$ cat config.mk
export PLATFORM = sky130hd
export DESIGN_NAME = wb_arbiter
export DESIGN_NICKNAME = d
export VERILOG_FILES = /design/src/wb_pkg.sv /design/src/wb_arbiter.sv
export VERILOG_INCLUDE_DIRS = /design/src
export SDC_FILE = /design/constraint.sdc
export NUM_CORES = 1
export LEC_CHECK = 0
export CORE_AREA = 2 2 121 123
export CTS_BUF_LIST = sky130_fd_sc_hd__clkbuf_4 sky130_fd_sc_hd__clkbuf_8 sky130_fd_sc_hd__clkbuf_16
export CTS_CLUSTER_DIAMETER = 30
export DETAILED_ROUTE_END_ITERATION = 8
export DIE_AREA = 0 0 123 125
export DONT_BUFFER_PORTS = 1
export PLACE_DENSITY = 0.3
export SLEW_MARGIN = 20
export SYNTH_ARGS = -nofsm -noshare
export SYNTH_HDL_FRONTEND = slang
export SYNTH_SLANG_ARGS = --single-unit
export TNS_END_PERCENT = 30
$ cat constraint.sdc
create_clock -name clk -period 1.8 [get_ports clk]
set_input_delay 0.27 -clock clk [delete_from_list [all_inputs] [get_ports clk]]
set_output_delay 0.27 -clock clk [all_outputs]
set_load 0.1 [all_outputs]
$ cat src/wb_defs.svh
`ifndef WB_DEFS_SVH
`define WB_DEFS_SVH

// Bus geometry
`define WB_DATA_W 32
`define WB_ADDR_W 32
`define WB_SEL_W (`WB_DATA_W / 8)

// Pipeline stall vector, one bit per stage
`define STALL_W 6

// SRAM slave
`define SRAM_DEPTH 256
`define SRAM_WAIT 2		// Cycles from new strobe to ack

`endif

$ cat src/wb_pkg.sv
`include "wb_defs.svh"

package wb_pkg;

	// Master to slave, one Wishbone classic cycle
	typedef struct packed {
		logic						cyc;
		logic						stb;
		logic						we;
		logic [`WB_SEL_W-1:0]		sel;	// Byte lanes
		logic [`WB_ADDR_W-1:0]		adr;	// Byte address
		logic [`WB_DATA_W-1:0]		dat;	// Write data
	} wb_req_t;

	// Slave to master
	typedef struct packed {
		logic						ack;	// Single-cycle acknowledge
		logic [`WB_DATA_W-1:0]		dat;	// Read data
	} wb_rsp_t;

endpackage

$ cat src/wb_arbiter.sv
module wb_arbiter import wb_pkg::*; (
	input  logic		clk,
	input  logic		rst_n_i,
	input  wb_req_t		m0_req_i,		// Load/store
	output wb_rsp_t		m0_rsp_o,
	input  wb_req_t		m1_req_i,		// Fetch
	output wb_rsp_t		m1_rsp_o,
	output wb_req_t		s_req_o,
	input  wb_rsp_t		s_rsp_i
);

	logic grant_q;		// 0 selects m0, 1 selects m1
	logic owner_cyc;
	logic grant;

	assign owner_cyc = grant_q ? m1_req_i.cyc : m0_req_i.cyc;

	// Owner keeps the bus while its cyc is high
	always_comb begin
		grant = grant_q;
		if (!owner_cyc) begin
			if (m0_req_i.cyc) begin
				grant = 1'b0;		// m0 wins ties
			end else if (m1_req_i.cyc) begin
				grant = 1'b1;
			end
		end
	end

	always_ff @(posedge clk or negedge rst_n_i) begin
		if (!rst_n_i) begin
			grant_q <= 1'b0;
		end else begin
			grant_q <= grant;
		end
	end

	assign s_req_o = grant ? m1_req_i : m0_req_i;

	// Response only to the granted master
	always_comb begin
		m0_rsp_o = '0;
		m1_rsp_o = '0;
		if (grant) begin
			m1_rsp_o = s_rsp_i;
		end else begin
			m0_rsp_o = s_rsp_i;
		end
	end

endmodule

==> results of run 1 <==
-- timing repair --
item	4_1_cts	5_1_grt
endpoints found under the setup margin	0	0
hold buffers	1	0
hold endpoints to repair	1	0
-- stage by stage --
stage          instances  area [um^2]  hold slack, ns
5_1_grt              404         3370           0.504
2_1_floorplan        156         1720         -0.0256
6_report             404         3370           0.492
3_5_place_dp         403         3360         -0.0256
4_1_cts              404         3370           0.493
3_3_place_gp         403         3360         -0.0255
-- worst max path at each step --
| stage | startpoint | to | slack (ns) | cells past startpoint |
|---|---|---|---|---|
| 3_3_place_gp | grant_q | s_req_o[44] | 0.08 | 4 |
| 2_1_floorplan | grant_q | m0_rsp_o[10] | -0.17 | 5 |
| 5_1_grt | grant_q | m1_rsp_o[21] | 0.007 | 5 |
| 4_1_cts | grant_q | s_req_o[44] | 0.06 | 4 |
| 3_5_place_dp | grant_q | s_req_o[44] | 0.05 | 4 |
| 6_report | grant_q | s_req_o[44] | 0.06 | 4 |
-- worst max-delay path, stage by stage (launching register included) --
cell	delay (ns)
dfrtp_1	0.32
nor2_1	0.06
o21ai_4	0.18
buf_12	0.35
mux2_4	0.48
-- power breakdown --
part           switching, W  internal [W]  leakage [nW]
Sequential       0.00000107     0.0000253        0.0114
Clock                     0             0             0
Combinational       0.00250      0.000917          1.45
Total               0.00250      0.000942          1.46
-- per-layer routing --
metal	GRT usage (%)	vias up	wire (um)
met5	0	-	0
met1	7.63	633	2030
li1	-	652	-
met4	0	0	0
met2	14.6	161	3700
met3	3.01	0	1010
-- cell usage in the layout, fill, tap and decap left out --
cell type and n:
and2_1 33, buf_12 77, buf_4 1, dfrtp_1 1, dlygate4sd3_1 1, mux2_2 7, mux2_4 63, nand2_1 1
nor2_1 1, nor2b_2 32, nor2b_4 1, o21ai_4 1, or2_2 1
-- layout make-up --
class | instances | share of cell area, %
multi-input cells | 140 | 46.2
flip-flops and latches | 1 | 0.743
repair buffers | 79 | 46.3
well taps | 184 | 6.83
-- kinds of logic (layout without fill, tap and decap cells) --
group	after synthesis	count (layout)
and+or+nand+nor	69	69
AOI/OAI and AO/OA	1	1
buffers and inverters	15	79
DFF	1	1
muxes	70	70
==> summary.txt, run 1 <==
Power and ir drop
  – Pwr per Cell Area: 1020 nW/um^2
  – P_leak: 1.46 nW
  – Maximum vdd drop: 0.280 mV
  – Power after layout: 0.00344 W

Yosys
  – Area fraction in compound gates after synthesis: 0.536%
  – Post-synth top cells: mux2_4, and2_1, nor2b_1
  – Register area share after synthesis: 1.53%
  – Synth area leaders: mux2_4, and2_1, nor2b_1
  – Synth top area share: 57.8%
  – Area leader, netlist: mux2_4
  – Synth Net Count: 333
  – Async SR Flop Fraction: 100%
  – Post-Synth Simple-Gate Area: 26.1%
  – Main combinational cell family by area after synthesis: multiplexers
  – Post-synth cell types: 14
  – Post-Synthesis Cell Area: 1640 um^2
  – Mapped Avg Cell Area: 10.5 um^2
  – Post-Synth Adder-Cell Area: 0%
  – Top-count cell post-synth: mux2_4
  – Primary FF master, synth: dfrtp_1
  – Yosys warns: 0
  – #FFs+latches synth: 1
  – Mux contribution to synthesized area: 62.7%
  – XOR/XNOR Fraction of Synth Area: 0%
  – Post-synth EDFFs: 0
  – Cells after Synth: 156

Drt
  – DR iter-0 viols: 23
  – Routed Wire Length: 6.74 mm
  – Average vias per placed instance: 3.58
  – DRT Pass-1 Iters: 3
  – Remaining DRCs: 0
  – Via count: 1,446
  – Detail Route Antenna Nets: 0
  – Avg WL per Cell: 16.7 um

Floorplanning
  – Initial core utilization: 11.5%
  – Die area: 15,400 um^2
  – Die Y: 125 um
  – Rows: 44
  – Chip width: 123 um
  – I/O pins: 314
  – Core ar.: 14,200 um^2

STA
  – Fmax: 573 MHz
  – Final Skew: 0 ns
  – Final Slew Violations: 0
  – Worst Max-Slew Pin Slew: 0.510 ns
  – Setup TNS: 0 ns
  – # setup viols final: 0
  – Final Hold Fails: 0
  – Final period util: 96.9%
  – Min Tclk post-route: 1.74 ns
  – Worst slew margin: 66.2%
  – RSZ-0062 raised after global routing: false
  – Worst setup margin: 0.0558 ns

Worst setup path
  – Worst setup EP type: primary output
  – FF-to-FF Start: grant_q
  – Critical path launch point type: flip-flop
  – Worst R2R Path Depth: 3
  – Worst Setup Path Type: flip-flop to primary output
  – R2R setup slack: 0.90 ns
  – R2R Path End: grant_q
  – Worst EP required: 1.53 ns
  – Highest net fanout along the worst path: 56
  – CP arrival: 1.47 ns

Cells and area
  – Area grow syn2layout: 106%
  – Multi-input logic area: 1560 um^2
  – FF+latch area: 25.0 um^2
  – Top Registers: grant_q (1)
  – Fill cells: 1,514
  – Largest register FFs: 1
  – Fin util: 23.7%
  – Largest Register: grant_q
  – Share of layout cells above drive strength 1: 83.2%
  – Nets: 399
  – Ant. Diodes: 0

Placed design
  – Worst slack, placed: 0.0548 ns
  – Hpwl dp: 6.12 mm
  – IO Port Bufs: 0
  – Routability cong.: 0.679

Status
  – Status: finished, final reports clean

Clock network
  – Clock transition at path regs: 0 ns
  – Cts repair resizes: 0
  – Setup repair bufs after CTS: 0
  – Worst skew pair latency: 0 ns

Job
  – Max Cap Viol: 0

Min path
  – HP Class: input port to async pin

GRT
  – Largest net degree at the start of global routing: 57
  – GRT overflow: 0
  – Gr usage total: 7.39%
  – Initial antenna violation count: 0
  – First-pass GRT wire length: 8.98 mm
  – Vias in the first global route: 1,548
No activity file was read; power rests on OpenSTA's default activity.
==> run 2, diff against run 1 <==
ABC_AREA = 1   (was default)
CORE_AREA = 2 2 123 125   (was 2 2 121 123)
DIE_AREA = 0 0 125 127   (was 0 0 123 125)
==> run 2 against run 1 <==
Core utilization grew 9.5 points. Synthesized cell count grew 120%. Fmax grew 4.9%. Area after synthesis shrank 8.6%. Register-to-register slack lost 0.27 ns. Die area grew 3.3%. Sequential cell count is the same. Critical path type unchanged. Largest cell class unchanged. Highest routed layer is now met4.
==> summary.txt, run 2 <==
Power and ir drop
  – Power after layout: 0.00439 W (+27%)
  – Pwr per Cell Area: 915 nW/um^2 (-10%)
  – Maximum vdd drop: 0.329 mV (+18%)
  – P_leak: 2.30 nW (+57%)

Cells and area
  – Largest Register: grant_q
  – Nets: 648 (+62%)
  – Most frequent cells in the layout: buf_12, nand2_1, nand3_1
  – Share of layout cells above drive strength 1: 47.1% (-36 points)
  – Top Registers: grant_q (1)
  – Area grow syn2layout: 221%
  – Ant. Diodes: 0 (unchanged)
  – Non-filler instance count after layout: 653 (+62%)
  – Most common cell after layout, fill and taps aside: buf_12
  – Post-layout instance area: 4790 um^2 (+42%)
  – Largest register FFs: 1 (unchanged)

Floorplanning
  – Rows: 44 (unchanged)
  – Initial core utilization: 10.4% (-1.1 points)
  – Die Y: 127 um (+1.6%)
  – Die area: 15,900 um^2 (+3.3%)
  – Chip width: 125 um (+1.6%)
  – Core ar.: 14,400 um^2 (+1.6%)
  – I/O pins: 314 (unchanged)

Yosys
  – Yosys warns: 0 (unchanged)
  – Cells after Synth: 346 (+120%)
  – Synth top area share: 35.4% (-22 points)
  – Post-synth cell types: 11 (-3)
  – Register area share after synthesis: 1.67% (+0.14 points)
  – Primary FF master, synth: dfrtp_1
  – Post-Synthesis Cell Area: 1500 um^2 (-8.6%)
  – Synth Net Count: 523 (+57%)
  – Post-synth EDFFs: 0 (unchanged)
  – Post-synth top cells: nand2_1, nand3_1, nor2_1
  – Mapped Avg Cell Area: 4.32 um^2 (-59%)
  – Area leader, netlist: nand2_1
  – Top-count cell post-synth: nand2_1
  – Async SR Flop Fraction: 100% (unchanged)
  – #FFs+latches synth: 1 (unchanged)
  – Synth area leaders: nand2_1, nand3_1, nor2_1

GRT
  – Gr usage total: 11.0% (+3.6 points)
  – GRT overflow: 0 (unchanged)
  – Largest net degree at the start of global routing: 44 (-23%)
  – Vias in the first global route: 2,785 (+80%)
  – Initial antenna violation count: 0 (unchanged)
  – First-pass GRT wire length: 14.6 mm (+63%)

Placed design
  – Routability cong.: 0.781 (+15%)
  – IO Port Bufs: 0 (unchanged)
  – Cell total after placement: 652 (+62%)
  – Post-placement cell area: 4770 um^2 (+42%)
  – Hpwl dp: 8.51 mm (+39%)

STA
  – # setup viols final: 0 (unchanged)
  – Hold slack: 0.493 ns (+0.000928 ns)
  – RSZ-0062 raised after global routing: false
  – Min Tclk post-route: 1.66 ns (-0.0812 ns)
  – Fmax: 601 MHz (+4.9%)
  – Final period util: 92.4% (-4.5 points)
  – Worst slew margin: 66.2% (about the same)
  – Final Slew Violations: 0 (unchanged)
  – Final Skew: 0 ns (unchanged)
  – Worst Max-Slew Pin Slew: 0.510 ns (-0.000654 ns)
  – Final Hold Fails: 0 (unchanged)

Worst setup path
  – Highest net fanout along the worst path: 34 (-39%)
  – CP most frequent cell: buf_12
  – CP max stage cell: dfrtp_1
  – CP top delay family: buffers and inverters
  – R2R Path End: grant_q
  – Slowest stage delay, CP: 0.36 ns (-0.12 ns)
  – Worst R2R Path Depth: 5 (+2)
  – Buf/Inv on CP: 4 (+3)
  – Worst EP required: 1.53 ns (about the same)
  – Cell-by-cell listing of the critical path: inv_1 -> nand2_2 -> nand2_8 -> inv_2 -> buf_12 -> nor2_2 -> buf_12
  – Critical path launch point type: flip-flop
  – Worst setup EP type: primary output
  – CP startpoint: grant_q
  – FF-to-FF Start: grant_q
  – CP arrival: 1.39 ns (-0.08 ns)
  – Worst Setup Path Type: flip-flop to primary output
  – R2R setup slack: 0.63 ns (-0.27 ns)

Drt
  – Remaining DRCs: 0 (unchanged)
  – Average vias per placed instance: 4.07 (+14%)
  – DRT Pass-1 Iters: 4 (+1)
  – Routed Wire Length: 9.59 mm (+42%)
  – DR iter-0 viols: 149 (+550%)
  – Avg WL per Cell: 14.7 um (-12%)
  – Via count: 2,660 (+84%)
  – Detail Route Antenna Nets: 0 (unchanged)

Min path
  – HP Class: input port to async pin

Job
  – Max Cap Viol: 0 (unchanged)

Clock network
  – Clock transition at path regs: 0 ns (unchanged)
  – Worst skew pair latency: 0 ns (unchanged)

Status
  – Status: finished, final reports clean
[run 2: cell count changes after synthesis, moves of 35 or more]
cell / delta
nand2_1: +140
inv_1: +35
mux2_4: -63
nor2_1: +65
nand3_1: +70
[run 2: worst max-delay path by stage]
stage,endpoint,slack [ns],cells past startpoint
4_1_cts,s_req_o[54],0.06,6
5_1_grt,s_req_o[63],0.04,7
3_5_place_dp,s_req_o[54],0.07,6
3_3_place_gp,s_req_o[54],0.12,6
6_report,m0_rsp_o[17],0.14,7
2_1_floorplan,m0_rsp_o[0],-0.41,5
[run 2: repair_timing]
item	in CTS	in global routing
endpoints found under the setup margin	0	19
setup buffers	0	0
hold buffers	1	0
hold endpoints to repair	1	0
gates resized for setup	0	2
[run 2: cell type report]
type	count	area [um^2]
fill	1501	9630
timing repair buffer	151	2920
multi-input combinational	281	1480
tap	184	230
inverter	36	135
sequential	1	25.0
[run 2: kinds of logic (layout without fill, tap and decap cells)]
logic type | count (synthesis) | count (layout) | synth area share (%)
AND/OR/NAND/NOR | 281 | 281 | 77.1
flip-flops | 1 | 1 | 1.67
buffers and inverters | 64 | 187 | 21.3
[run 2: layer usage]
layer,vias to the layer above,GRT usage [%],part of all wire (%)
li1,1294,-,-
met1,1175,10.5,31
met2,187,22.5,55
met3,4,4.82,13
met4,0,0.588,0.42
met5,-,0,0
[run 2: where the power goes]
part / leakage (nW) / internal (W) / switching [W] / total [W]
logic: 2.29 / 0.00138 / 0.00298 / 0.00436
registers: 0.0120 / 0.0000252 / 0.00000122 / 0.0000264
clock network: 0 / 0 / 0 / 0
[run 2: metrics by stage]
stage | utilization [%] | TNS (ns) | setup WS [ns]
after global placement | 33.1 | 0 | 0.122
after global routing | 33.2 | 0 | 0.0361
final | 33.2 | 0 | 0.137
after floorplan | - | -7.98 | -0.405
after CTS | 33.2 | 0 | 0.0607
after detailed placement | 33.1 | 0 | 0.0711
