===== config.mk =====
export PLATFORM = sky130hd
export DESIGN_NAME = wb_master_bridge
export DESIGN_NICKNAME = d
export VERILOG_FILES = /design/src/wb_pkg.sv /design/src/cpu_pkg.sv /design/src/wb_master_bridge.sv
export VERILOG_INCLUDE_DIRS = /design/src
export SDC_FILE = /design/constraint.sdc
export NUM_CORES = 1
export LEC_CHECK = 0
export BUFFER_PORTS_ARGS = -buffer_cell sky130_fd_sc_hd__buf_2
export CAP_MARGIN = 40
export CELL_PAD_IN_SITES_DETAIL_PLACEMENT = 0
export CELL_PAD_IN_SITES_GLOBAL_PLACEMENT = 1
export CORE_MARGIN = 3
export CORE_UTILIZATION = 37
export DETAILED_ROUTE_END_ITERATION = 10
export PLACE_DENSITY = 0.9
export SLEW_MARGIN = 0
export SYNTH_ARGS = -nofsm -noshare
export SYNTH_HDL_FRONTEND = slang
export SYNTH_SLANG_ARGS = --single-unit
export TNS_END_PERCENT = 30

===== constraint.sdc =====
create_clock -name clk -period 4.3 [get_ports clk]
set_clock_uncertainty 0.05 [all_clocks]
set_input_delay 0.43 -clock clk [delete_from_list [all_inputs] [get_ports clk]]
set_output_delay 0.43 -clock clk [all_outputs]
set_load 0.005 [all_outputs]

===== src/wb_defs.svh =====
`ifndef WB_DEFS_SVH
`define WB_DEFS_SVH

// Bus geometry
`define WB_DATA_W 32
`define WB_ADDR_W 32
`define WB_SEL_W (`WB_DATA_W / 8)

// Pipeline stall vector, one bit per stage
`define STALL_W 6

// SRAM slave
`define SRAM_DEPTH 256
`define SRAM_WAIT 2		// Cycles from new strobe to ack

`endif


===== src/wb_pkg.sv =====
`include "wb_defs.svh"

package wb_pkg;

	// Master to slave, one Wishbone classic cycle
	typedef struct packed {
		logic						cyc;
		logic						stb;
		logic						we;
		logic [`WB_SEL_W-1:0]		sel;	// Byte lanes
		logic [`WB_ADDR_W-1:0]		adr;	// Byte address
		logic [`WB_DATA_W-1:0]		dat;	// Write data
	} wb_req_t;

	// Slave to master
	typedef struct packed {
		logic						ack;	// Single-cycle acknowledge
		logic [`WB_DATA_W-1:0]		dat;	// Read data
	} wb_rsp_t;

endpackage


===== src/cpu_pkg.sv =====
`include "wb_defs.svh"

package cpu_pkg;

	// One CPU port access, held until stall clears
	typedef struct packed {
		logic						ce;		// Level chip enable
		logic						we;
		logic [`WB_SEL_W-1:0]		sel;
		logic [`WB_ADDR_W-1:0]		addr;
		logic [`WB_DATA_W-1:0]		wdata;
	} cpu_req_t;

	typedef logic [`STALL_W-1:0] stall_vec_t;

	// Stage positions in the stall vector
	localparam int STALL_PC = 0;
	localparam int STALL_IF = 1;
	localparam int STALL_ID = 2;
	localparam int STALL_EX = 3;
	localparam int STALL_MEM = 4;
	localparam int STALL_WB = 5;

endpackage


===== src/wb_master_bridge.sv =====
`include "wb_defs.svh"

module wb_master_bridge import wb_pkg::*, cpu_pkg::*; (
	input  logic					clk,
	input  logic					rst_n_i,
	input  stall_vec_t				stall_i,		// Pipeline stall vector
	input  logic					flush_i,
	input  cpu_req_t				cpu_req_i,
	output logic [`WB_DATA_W-1:0]	cpu_rdata_o,
	output logic					stallreq_o,
	output wb_req_t					wb_req_o,
	input  wb_rsp_t					wb_rsp_i
);

	typedef enum logic [1:0] {
		IDLE,
		BUSY,
		WAIT_FOR_STALL
	} state_t;

	state_t					state_q;
	wb_req_t				req_q;			// Registered bus request
	logic [`WB_DATA_W-1:0]	rd_buf_q;		// Read data held across a stall
	logic					accept;
	logic					pipe_stalled;

	assign accept = cpu_req_i.ce & ~flush_i;
	assign pipe_stalled = |stall_i;
	assign wb_req_o = req_q;

	always_ff @(posedge clk or negedge rst_n_i) begin
		if (!rst_n_i) begin
			state_q <= IDLE;
			req_q <= '0;
			rd_buf_q <= '0;
		end else begin
			case (state_q)
				IDLE: begin
					if (accept) begin
						req_q.cyc <= 1'b1;
						req_q.stb <= 1'b1;
						req_q.we <= cpu_req_i.we;
						req_q.sel <= cpu_req_i.sel;
						req_q.adr <= cpu_req_i.addr;
						req_q.dat <= cpu_req_i.wdata;
						state_q <= BUSY;
					end
				end
				BUSY: begin
					if (wb_rsp_i.ack) begin
						req_q <= '0;		// End of cycle
						rd_buf_q <= req_q.we ? '0 : wb_rsp_i.dat;
						// Other port still holds the pipeline
						state_q <= pipe_stalled ? WAIT_FOR_STALL : IDLE;
					end else if (flush_i) begin
						req_q <= '0;		// Abandon cycle
						rd_buf_q <= '0;
						state_q <= IDLE;
					end
				end
				WAIT_FOR_STALL: begin
					if (!pipe_stalled) begin
						state_q <= IDLE;
					end
				end
				default: begin
					state_q <= IDLE;
				end
			endcase
		end
	end

	// CPU side, combinational on state and ack
	always_comb begin
		stallreq_o = 1'b0;
		cpu_rdata_o = '0;
		case (state_q)
			IDLE: begin
				stallreq_o = accept;		// Stall from the request cycle
			end
			BUSY: begin
				if (wb_rsp_i.ack) begin
					if (!req_q.we) begin
						cpu_rdata_o = wb_rsp_i.dat;	// Bypass on ack
					end
				end else begin
					stallreq_o = 1'b1;
				end
			end
			WAIT_FOR_STALL: begin
				cpu_rdata_o = rd_buf_q;
			end
			default: begin
			end
		endcase
	end

endmodule


==> results of run 1 <==
## cell type report
type,instances,area [um2],share of cell area (%)
Clock inverter,5,40.04,0.6914
Sequential cell,104,2603,44.94
Timing Repair Buffer,223,1159,20.01
Tap cell,143,178.9,3.090
Inverter,3,11.26,0.1945
Clock buffer,11,232.7,4.019
Antenna cell,1,2.502,0.04322
Multi-Input combinational cell,193,1564,27.01
## registers in the layout, indices dropped and copies added, names as in the netlist
name	cells
rd_buf_q	32
wb_req_o	70
state_q	2
## power by group
part,internal (mW),switching (mW),leakage (nW)
sequential,1.42,0.254,1.37
clock,0.398,0.353,0.134
combinational,0.812,0.804,1.57
## metrics by stage
stage	cell area, um2	cells	util [%]
floorplan	4367	332	-
global placement	5488	665	47.86
detailed placement	5515	666	48.10
CTS	5788	682	50.47
global route	5791	683	50.50
finish	5791	683	50.50
## final timing paths
check | start | endpoint | slack, ns | depth (start not counted)
setup / recovery | state_q[1] | cpu_rdata_o[6] | 1.07 | 8
hold / removal | rst_n_i | wb_req_o[36] | 0.09 | 1
setup reg to reg | state_q[1] | rd_buf_q[4] | 1.97 | 6
hold reg to reg | wb_req_o[39] | wb_req_o[39] | 0.44 | 1
max in group asynchronous | rst_n_i | rd_buf_q[17] | 3.03 | 2
min in group clk | cpu_req_i[52] | wb_req_o[52] | 0.26 | 2
## per-layer routing
layer  GRT usage, %  part of all wire, %  vias up  wire length, um
li1               -                    -     1665                -
met1          22.63                   41     1723             4711
met2          28.02                   48      176             5485
met3          5.444                  9.0       13             1021
met4          5.067                  1.4        0              164
met5              0                    0        -                0
## placed cells by master (no fill, tap or decap), types with 3 or more instances in the layout
cell	count
sky130_fd_sc_hd__dfrtp_1	104
sky130_fd_sc_hd__ha_1	3
sky130_fd_sc_hd__buf_4	8
sky130_fd_sc_hd__a21oi_1	3
sky130_fd_sc_hd__inv_1	3
sky130_fd_sc_hd__clkbuf_16	9
sky130_fd_sc_hd__buf_2	214
sky130_fd_sc_hd__nor2b_1	33
sky130_fd_sc_hd__nand2_1	3
sky130_fd_sc_hd__a22oi_1	33
sky130_fd_sc_hd__a22o_1	101
sky130_fd_sc_hd__o21ai_0	3
## worst reg2reg max path, cell delays in order, from the launching register on
cell                      delay (ns)
sky130_fd_sc_hd__dfrtp_1        0.42
sky130_fd_sc_hd__inv_1          0.09
sky130_fd_sc_hd__ha_1           0.41
sky130_fd_sc_hd__nand2_1        0.18
sky130_fd_sc_hd__nor2_4         0.56
sky130_fd_sc_hd__buf_4          0.36
sky130_fd_sc_hd__a22o_1         0.19
## cells by family after synthesis
group	synth area share, %
AO/OA/AOI/OAI	28.05
adder cells (fa/ha/maj)	0.8597
buffers and inverters	4.785
flip-flops	59.60
AND/OR/NAND/NOR	6.705
==> implementation parameters, run 1 <==
Parameter                              Value

Status
  Outcome    finished, final reports clean

Routing
  Starting DRC count in detailed routing    257
  Final antenna-violating net count    0
  Post-DR vias/cell    approximately 5.2
  Mean routed wirelength per cell    roughly 17 um
  First-pass iteration count of the detailed router    4
  Via count    ~3.6k
  Remaining design rule violation count    0
  Total routed wirelength    between 10 and 15 mm

Synth
  Cell accounting for the most synthesized area    sky130_fd_sc_hd__dfrtp_1
  Share of flip-flops with an asynchronous set or reset    between 90% and 100%
  Synth Area per Inst    13.15 um2
  Synth top area share    59.60%
  Most common flop cell mapped by yosys    sky130_fd_sc_hd__dfrtp_1
  Total standard cell area after synthesis    4367 um2
  Portion of the post-synthesis area used by sequential elements    around three fifths
  Number of synthesized flops with an enable pin    0
  Most common cell in the netlist    sky130_fd_sc_hd__dfrtp_1
  Most numerous cell types in the synthesized netlist    sky130_fd_sc_hd__dfrtp_1 (104), sky130_fd_sc_hd__a22o_1 (101), sky130_fd_sc_hd__a22oi_1 (33), sky130_fd_sc_hd__nor2b_1 (33), sky130_fd_sc_hd__buf_2 (16)
  Number of storage elements in the synthesis netlist    104
  Cell types with the largest area share after synthesis    sky130_fd_sc_hd__dfrtp_1 (60%), sky130_fd_sc_hd__a22o_1 (20%), sky130_fd_sc_hd__a22oi_1 (5.7%), sky130_fd_sc_hd__nor2b_1 (4.7%), sky130_fd_sc_hd__buf_2 (1.8%)
  Number of distinct library cell variants in the gate-level netlist after synthesis    27
  Net count after synthesis    447
  Synthesis Warnings    0
  Number of instances in the synthesized netlist    332

Worst setup path
  Data arrival time of the critical path    approximately 2.8 ns
  Max FO, Critical Path    32
  Combined buffer and inverter count along the critical path    3
  Max incr delay on CP    0.56 ns
  Critical path's top delay family    simple AND/OR/NAND/NOR gates
  Slowest library cell on the worst path    sky130_fd_sc_hd__nor2_4
  Type of element capturing the critical path    output port
  Critical Path Start Type    flop
  Critical path type    flop to output port
  Cell chain of the critical path    inv_1, ha_1, nand2_1, nor2_4, buf_4, a22oi_1, nor2b_1, buf_2
  Data required, critical path    3.82 ns

GRT
  Overall track demand over capacity in global routing    17.40%
  Via count of the first global-routing pass    3577
  Maximum number of pins on one net before global-route repair    60
  GRT overflow    0
  Wire length of the first global-routing pass    18.07 mm
  Initial antenna violation count    1

Finish
  Layout cells sized above 1    a little under half
  Net count reported at finish    649
  Area growth from synthesis to layout    32.61%
  Filler instances    1048

CTS
  Clock insertion delay at the later pin of the skew report    0.34 ns
  Number of hold buffers added after cts    0
  Master cell of the clock root buffer    sky130_fd_sc_hd__clkbuf_16
  CTS sink cnt    roughly 100
  Maximum buffer depth of the clock tree    2
  Number of levels in the clock H-tree    3
  Post-cts sizing count    0
  TritonCTS clock tree    built
  Number of buffers added for setup after CTS    0
  Number of buffers created by CTS    9
  Clock-pin slew on the worst setup and hold paths    0.07 ns

Power
  Total power    roughly 4.0 mW
  Largest vdd supply drop    between 0.0004 and 0.0005 V
  Cell area power density    around 700 nW/um2
  Cell leakage power    approximately 3.1 nW

Timing
  Max-slew violation count    0
  Number of failing hold endpoints at the final stage    0
  Worst-margin pin slew    0.7720 ns
  Max-Slew Margin vs Limit    about half
  RSZ-0062 raised after global routing    false
  Worst Setup Slack, final    about 1.1 ns
  Final total negative setup slack    0 ns
  Final setup violation count    0
  Post-layout min period    3.233 ns
  Worst-case hold slack    0.08617 ns
  Final Cycle Share    75.19%
  Maximum clock frequency    slightly above 300 MHz

Die
  Initial core utilization    38.08%
  Height of the chip    114.6 um
  Number of core rows    39
  Standard cell core area    11470 um2
  Width of the die    between 100 and 150 um
  Total die area    roughly 13000 um2
  IO Count    216

Placement
  Worst slack at placement    roughly 1.4 ns
  I/O Buffers    215
  Routability congestion estimate from global placement    0.7843
  Dpl hpwl    8.209 mm

Hold path
  Class of the worst hold path    primary input to asynchronous set/reset pin

Flow run
  Number of max-cap violations    0
No activity file was read; power rests on OpenSTA's default activity.
==> run 2: changes to the inputs <==
--- a/config.mk
+++ b/config.mk
@@ -11,9 +11,9 @@
 export CELL_PAD_IN_SITES_DETAIL_PLACEMENT = 0
 export CELL_PAD_IN_SITES_GLOBAL_PLACEMENT = 1
 export CORE_MARGIN = 3
-export CORE_UTILIZATION = 37
+export CORE_UTILIZATION = 31
 export DETAILED_ROUTE_END_ITERATION = 10
-export PLACE_DENSITY = 0.9
+export PLACE_DENSITY = 0.81
 export SLEW_MARGIN = 0
 export SYNTH_ARGS = -nofsm -noshare
 export SYNTH_HDL_FRONTEND = slang
==> constraint.sdc (replaced) <==
create_clock -name clk -period 2.8 [get_ports clk]
set_clock_uncertainty 0.05 [all_clocks]
set_input_delay 0.28 -clock clk [delete_from_list [all_inputs] [get_ports clk]]
set_output_delay 0.28 -clock clk [all_outputs]
set_load 0.005 [all_outputs]
==> implementation parameters, run 2 (synthesized netlist as in run 1, its figures left out) <==
Parameter                              Value

Power
  Total power    6.329 mW (+57%)
  Cell leakage power    3.099 nW (+0.60%)
  Largest vdd supply drop    0.0004464 V (+3.9%)
  Cell area power density    1076 nW/um2 (+54%)

Status
  Outcome    finished, final reports clean

Die
  Number of core rows    42 (+7.7%)
  Initial core utilization    32.33% (-5.7 points)
  Height of the chip    124.7 um (+8.8%)
  Total die area    15550 um2 (+18%)
  Standard cell core area    13510 um2 (+18%)
  IO Count    216 (unchanged)
  Width of the die    124.7 um (+8.8%)

Worst setup path
  FF-to-FF path depth    6 (unchanged)
  Cell chain of the critical path    inv_1, ha_1, nand2_1, nor2_4, buf_12, a22oi_1, nor2b_1, buf_2
  Critical path's top delay family    buffers and inverters
  Max FO, Critical Path    64 (+100%)
  Critical path type    flop to output port
  Critical Path Start Type    flop
  Max incr delay on CP    0.41 ns (-0.15 ns)
  Slowest library cell on the worst path    sky130_fd_sc_hd__dfrtp_1
  Data required, critical path    2.47 ns (-1.35 ns)
  Origin of the critical flop-to-flop path    state_q[1]
  Data arrival time of the critical path    2.24 ns (-0.51 ns)
  Worst setup path startpoint    state_q[1]
  Number of cells on the critical path    8 (unchanged)
  Worst reg2reg setup slack    0.71 ns (-1.26 ns)
  Reg-to-reg critical path endpoint    wb_req_o[30]
  Combined buffer and inverter count along the critical path    3 (unchanged)
  Critical path destination    cpu_rdata_o[6]
  Type of element capturing the critical path    output port

Timing
  RSZ-0062 raised after global routing    false
  Worst-margin pin slew    0.8329 ns (+0.06087 ns)
  Number of failing hold endpoints at the final stage    0 (unchanged)
  Final Cycle Share    91.84%
  Post-layout min period    2.571 ns
  Max-slew violation count    0 (unchanged)
  Max-Slew Margin vs Limit    44.47% (-4.1 points)
  Maximum clock frequency    388.9 MHz
  Final setup violation count    0 (unchanged)
  Final total negative setup slack    0 ns (unchanged)

GRT
  Wire length of the first global-routing pass    18.38 mm (+1.7%)
  Via count of the first global-routing pass    3599 (+0.62%)
  GRT overflow    0 (unchanged)
  Maximum number of pins on one net before global-route repair    65 (+8.3%)
  Initial antenna violation count    0 (-1)
  Overall track demand over capacity in global routing    14.49% (-2.9 points)

CTS
  Number of buffers added for setup after CTS    0 (unchanged)
  Clock insertion delay at the later pin of the skew report    0.34 ns (about the same)
  Clock-pin slew on the worst setup and hold paths    0.07 ns (about the same)
  Master cell of the clock root buffer    sky130_fd_sc_hd__clkbuf_16
  Number of levels in the clock H-tree    3 (unchanged)
  Maximum buffer depth of the clock tree    2 (unchanged)
  CTS sink cnt    104 (unchanged)
  Number of buffers created by CTS    9 (unchanged)
  TritonCTS clock tree    built

Finish
  Net count reported at finish    649 (unchanged)
  Most common cell after layout, fill and taps aside    sky130_fd_sc_hd__buf_2
  Layout cells sized above 1    45.72% (+0.085 points)
  Flip-flop count of the largest register after layout    70 (unchanged)
  Area growth from synthesis to layout    34.76%
  Antenna diode count    0 (-1)
  Commonest cells after routing, fill and taps aside    sky130_fd_sc_hd__buf_2 (214), sky130_fd_sc_hd__dfrtp_1 (104), sky130_fd_sc_hd__a22o_1 (101), sky130_fd_sc_hd__a22oi_1 (33), sky130_fd_sc_hd__nor2b_1 (33)

Placement
  I/O Buffers    215 (unchanged)
  Routability congestion estimate from global placement    0.7899 (+0.71%)
  Dpl hpwl    8.108 mm (-1.2%)

Routing
  First-pass iteration count of the detailed router    4 (unchanged)
  Final antenna-violating net count    0 (unchanged)
  Via count    3466 (-3.1%)
  Total routed wirelength    11.37 mm (about the same)
  Post-DR vias/cell    4.854 (-7.3%)
  Mean routed wirelength per cell    15.93 um (-4.4%)
  Starting DRC count in detailed routing    116 (-55%)
  Remaining design rule violation count    0 (unchanged)

Flow run
  Number of max-cap violations    0 (unchanged)

Hold path
  Class of the worst hold path    primary input to flop
-- run 2: area by class of cell --
class / count / area [um2]
tap: 176 / 220.2
inverter: 3 / 11.26
clock inverter: 5 / 56.30
timing repair buffer: 223 / 1191
fill: 1291 / 7621
multi-input combinational: 193 / 1564
sequential: 104 / 2603
clock buffer: 10 / 239.0
-- run 2: worst min-delay path by stage --
stage                   from            to  depth (start not counted)
2_1_floorplan        rst_n_i   rd_buf_q[0]                          0
3_3_place_gp         rst_n_i  wb_req_o[34]                          1
3_5_place_dp         rst_n_i  wb_req_o[29]                          1
4_1_cts        cpu_req_i[65]  wb_req_o[65]                          2
5_1_grt        cpu_req_i[52]  wb_req_o[52]                          2
6_report       cpu_req_i[48]  wb_req_o[48]                          2
-- run 2: worst reg2reg max path: cells and delay by family, from the launching register on --
kind                     cells  cell delay, ns
buffers and inverters        2            0.39
AO/OA/AOI/OAI                2            0.56
adder cells (fa/ha/maj)      1            0.40
AND/OR/NAND/NOR              1            0.21
flip-flops                   1            0.41
-- run 2: repair_timing --
| item | CTS | global route |
|---|---|---|
| hold buffers | 1 | 0 |
| hold endpoints to repair | 55 | 0 |
| resized for setup | 0 | 0 |
| endpoints found under the setup margin | 0 | 0 |
-- run 2: stage by stage --
step	instances	hold slack (ns)	worst slack (ns)	util, %	area [um2]
floorplan	332	-0.06559	1.051	-	4367
global placement	698	0.3086	0.6812	41.31	5579
detailed placement	698	0.3166	0.6032	41.31	5579
CTS	714	0.08140	0.2095	43.57	5884
global route	714	0.09011	0.04546	43.57	5884
finish	714	0.1045	0.2285	43.57	5884
-- run 2: report_power, final --
part | leakage (nW) | total (mW) | switching [mW] | internal (mW)
logic | 1.58 | 2.53 | 1.25 | 1.28
clock network | 0.145 | 1.24 | 0.527 | 0.712
registers | 1.37 | 2.56 | 0.382 | 2.18
total | 3.10 | 6.33 | 2.16 | 4.17
-- run 2: routing by layer --
| metal | global-route usage (%) | up-vias | share of wire (%) |
|---|---|---|---|
| met1 | 18.82 | 1650 | 44 |
| met5 | 0 | - | 0 |
| met4 | 5.609 | 0 | 1.7 |
| li1 | - | 1669 | - |
| met2 | 23.44 | 134 | 47 |
| met3 | 3.473 | 13 | 6.7 |
==> run 3: changes to the inputs <==
--- a/config.mk
+++ b/config.mk
@@ -11,9 +11,10 @@
 export CELL_PAD_IN_SITES_DETAIL_PLACEMENT = 0
 export CELL_PAD_IN_SITES_GLOBAL_PLACEMENT = 1
 export CORE_MARGIN = 3
-export CORE_UTILIZATION = 31
+export CORE_UTILIZATION = 35
 export DETAILED_ROUTE_END_ITERATION = 10
-export PLACE_DENSITY = 0.81
+export PLACE_DENSITY = 0.8
+export REMOVE_ABC_BUFFERS = 1
 export SLEW_MARGIN = 0
 export SYNTH_ARGS = -nofsm -noshare
 export SYNTH_HDL_FRONTEND = slang
==> constraint.sdc (replaced) <==
create_clock -name clk -period 2.55 [get_ports clk]
set_clock_uncertainty 0.05 [all_clocks]
set_input_delay 0.255 -clock clk [delete_from_list [all_inputs] [get_ports clk]]
set_output_delay 0.255 -clock clk [all_outputs]
set_load 0.005 [all_outputs]
==> implementation parameters, run 3 (synthesized netlist as in run 1, its figures left out) <==
Parameter                              Value

Status
  Outcome    finished, final reports clean

Timing
  Final setup violation count    0 (unchanged)
  Max-Slew Margin vs Limit    55.30% (+11 points)
  Worst Setup Slack, final    0.2009 ns (-0.02763 ns)
  Worst-case hold slack    0.07259 ns (-0.03187 ns)
  Maximum clock frequency    425.7 MHz
  Max-slew violation count    0 (unchanged)
  RSZ-0062 raised after global routing    false
  Worst-margin pin slew    0.6704 ns (-0.1624 ns)
  Final Cycle Share    92.12%
  Post-layout min period    2.349 ns
  Number of failing hold endpoints at the final stage    0 (unchanged)

Worst setup path
  Data arrival time of the critical path    2.04 ns (-0.20 ns)
  Critical path type    flop to output port
  Data required, critical path    2.25 ns (-0.22 ns)
  Max FO, Critical Path    32 (-50%)
  Worst setup path startpoint    state_q[1]
  Origin of the critical flop-to-flop path    state_q[1]
  Critical Path Start Type    flop
  Type of element capturing the critical path    output port

Finish
  Net count reported at finish    652 (+0.46%)
  Area growth from synthesis to layout    35.76%
  Area used by multi-input combinational logic    1577 um2 (+0.80%)
  Layout cells sized above 1    46.31% (+0.59 points)
  Area taken by flip-flops and latches    2603 um2 (unchanged)
  Flip-flop count of the largest register after layout    70 (unchanged)
  Commonest cells after routing, fill and taps aside    sky130_fd_sc_hd__buf_2 (214), sky130_fd_sc_hd__dfrtp_1 (104), sky130_fd_sc_hd__a22o_1 (101), sky130_fd_sc_hd__a22oi_1 (33), sky130_fd_sc_hd__nor2b_1 (33)
  Antenna diode count    0 (unchanged)
  Filler instances    1140 (-12%)
  Most common cell after layout, fill and taps aside    sky130_fd_sc_hd__buf_2
  Post-route design area    5928 um2 (+0.74%)

Die
  Number of core rows    40 (-4.8%)
  Total die area    13850 um2 (-11%)
  Height of the chip    117.7 um (-5.6%)
  Initial core utilization    36.05% (+3.7 points)
  IO Count    216 (unchanged)
  Width of the die    117.7 um (-5.6%)
  Standard cell core area    12110 um2 (-10%)

CTS
  CTS sink cnt    104 (unchanged)
  TritonCTS clock tree    built
  Clock-pin slew on the worst setup and hold paths    0.08 ns (about the same)
  Number of levels in the clock H-tree    3 (unchanged)
  Clock insertion delay at the later pin of the skew report    0.35 ns (about the same)
  Master cell of the clock root buffer    sky130_fd_sc_hd__clkbuf_16
  Maximum buffer depth of the clock tree    2 (unchanged)
  Number of buffers created by CTS    9 (unchanged)
  Number of buffers added for setup after CTS    0 (unchanged)

Routing
  First-pass iteration count of the detailed router    4 (unchanged)
  Final antenna-violating net count    0 (unchanged)
  Via count    3683 (+6.3%)
  Total routed wirelength    12.45 mm (+9.5%)
  Post-DR vias/cell    5.187 (+6.9%)
  Mean routed wirelength per cell    17.54 um (+10%)
  Starting DRC count in detailed routing    183 (+58%)
  Remaining design rule violation count    0 (unchanged)

Hold path
  Beginning of the worst hold path    cpu_req_i[35]
  Class of the worst hold path    primary input to flop

Power
  P_sw    2.553 mW (+18%)
  Combinational cell fraction of total power    40.7% (+0.7 points)
  Largest vdd supply drop    0.0005081 V (+14%)
  Total power    7.118 mW (+12%)
  Switching power as a share of total power    35.87% (+1.8 points)
  Cell area power density    1201 nW/um2 (+12%)
  Cell-internal power    4.565 mW (+9.4%)
  Clock power share    19.4% (-0.2 points)
  Power share of the sequential group    39.9% (-0.5 points)
  Cell leakage power    3.122 nW (+0.74%)

GRT
  Via count of the first global-routing pass    3660 (+1.7%)
  Wire length of the first global-routing pass    19.16 mm (+4.2%)
  Overall track demand over capacity in global routing    17.10% (+2.6 points)
  GRT overflow    0 (unchanged)
  Maximum number of pins on one net before global-route repair    65 (unchanged)
  Initial antenna violation count    1 (+1)

Placement
  Worst slack at placement    0.3459 ns (-0.2573 ns)
  Placed Instance Area    5584 um2 (about the same)
  I/O Buffers    215 (unchanged)
  Dpl hpwl    8.428 mm (+3.9%)
  Routability congestion estimate from global placement    0.7593 (-3.9%)

Flow run
  Number of max-cap violations    0 (unchanged)
run 3: cell types whose count changed in the layout (fill, tap and decap cells not counted):
cell                         previous run  this run
sky130_fd_sc_hd__ha_4                   0         1
sky130_fd_sc_hd__buf_4                  4         6
sky130_fd_sc_hd__ha_1                   3         2
sky130_fd_sc_hd__clkbuf_16              9        10
sky130_fd_sc_hd__clkinvlp_4             1         0
sky130_fd_sc_hd__clkinv_4               0         3
sky130_fd_sc_hd__inv_8                  0         2
sky130_fd_sc_hd__bufinv_16              1         0
sky130_fd_sc_hd__clkinv_2               2         0
run 3: worst paths after layout:
kind                                   to  slack (ns)  depth (start not counted)
setup / recovery           cpu_rdata_o[6]        0.20                          8
hold / removal               wb_req_o[35]        0.07                          2
setup reg to reg             wb_req_o[28]        0.57                          6
hold reg to reg              wb_req_o[67]        0.45                          1
max in group asynchronous    wb_req_o[47]        1.29                          3
min in group asynchronous    wb_req_o[26]        0.42                          2
run 3: layout make-up:
class / instances / share of cell area (%)
sequential: 104 / 43.90
clock buffer: 10 / 4.031
inverter: 3 / 0.1900
clock inverter: 6 / 0.9709
multi-input combinational: 193 / 26.59
tap: 168 / 3.546
timing repair buffer: 226 / 20.77
run 3: through the flow:
stage	TNS [ns]	util [%]	instances
2_1_floorplan	-5.259	-	300
6_report	0	48.95	710
3_3_place_gp	0	46.11	692
3_5_place_dp	0	46.11	692
5_1_grt	0	48.95	710
4_1_cts	0	48.66	709
run 3: per-layer routing:
layer / track usage [%] / share of wire [%] / wire length, um
met1: 21.72 / 43 / 5380
met2: 27.67 / 47 / 5827
met3: 5.718 / 8.6 / 1068
met4: 5.495 / 1.2 / 153
met5: 0 / 0.16 / 20
run 3: what timing repair did:
item,CTS,global route
resized for setup,1,1
hold endpoints to repair,48,0
hold buffers,1,0
setup endpoints to repair,3,5
cloned,0,1
run 3: power groups by stage:
stage	combinational (mW)	sequential (mW)	clock, mW
after floorplan	1.49	2.83	0
after global placement	2.82	2.83	0
after detailed placement	2.91	2.81	0
after CTS	2.91	2.83	1.41
after global routing	3.15	2.93	1.49
final	2.90	2.84	1.38
run 3: worst max-delay path, stage by stage, from the launching register on:
cell,delay (ns)
sky130_fd_sc_hd__dfrtp_1,0.41
sky130_fd_sc_hd__inv_1,0.13
sky130_fd_sc_hd__ha_4,0.23
sky130_fd_sc_hd__nand2_1,0.12
sky130_fd_sc_hd__nor2_4,0.19
sky130_fd_sc_hd__buf_12,0.22
sky130_fd_sc_hd__a22oi_1,0.09
sky130_fd_sc_hd__nor2b_1,0.17
sky130_fd_sc_hd__buf_2,0.14
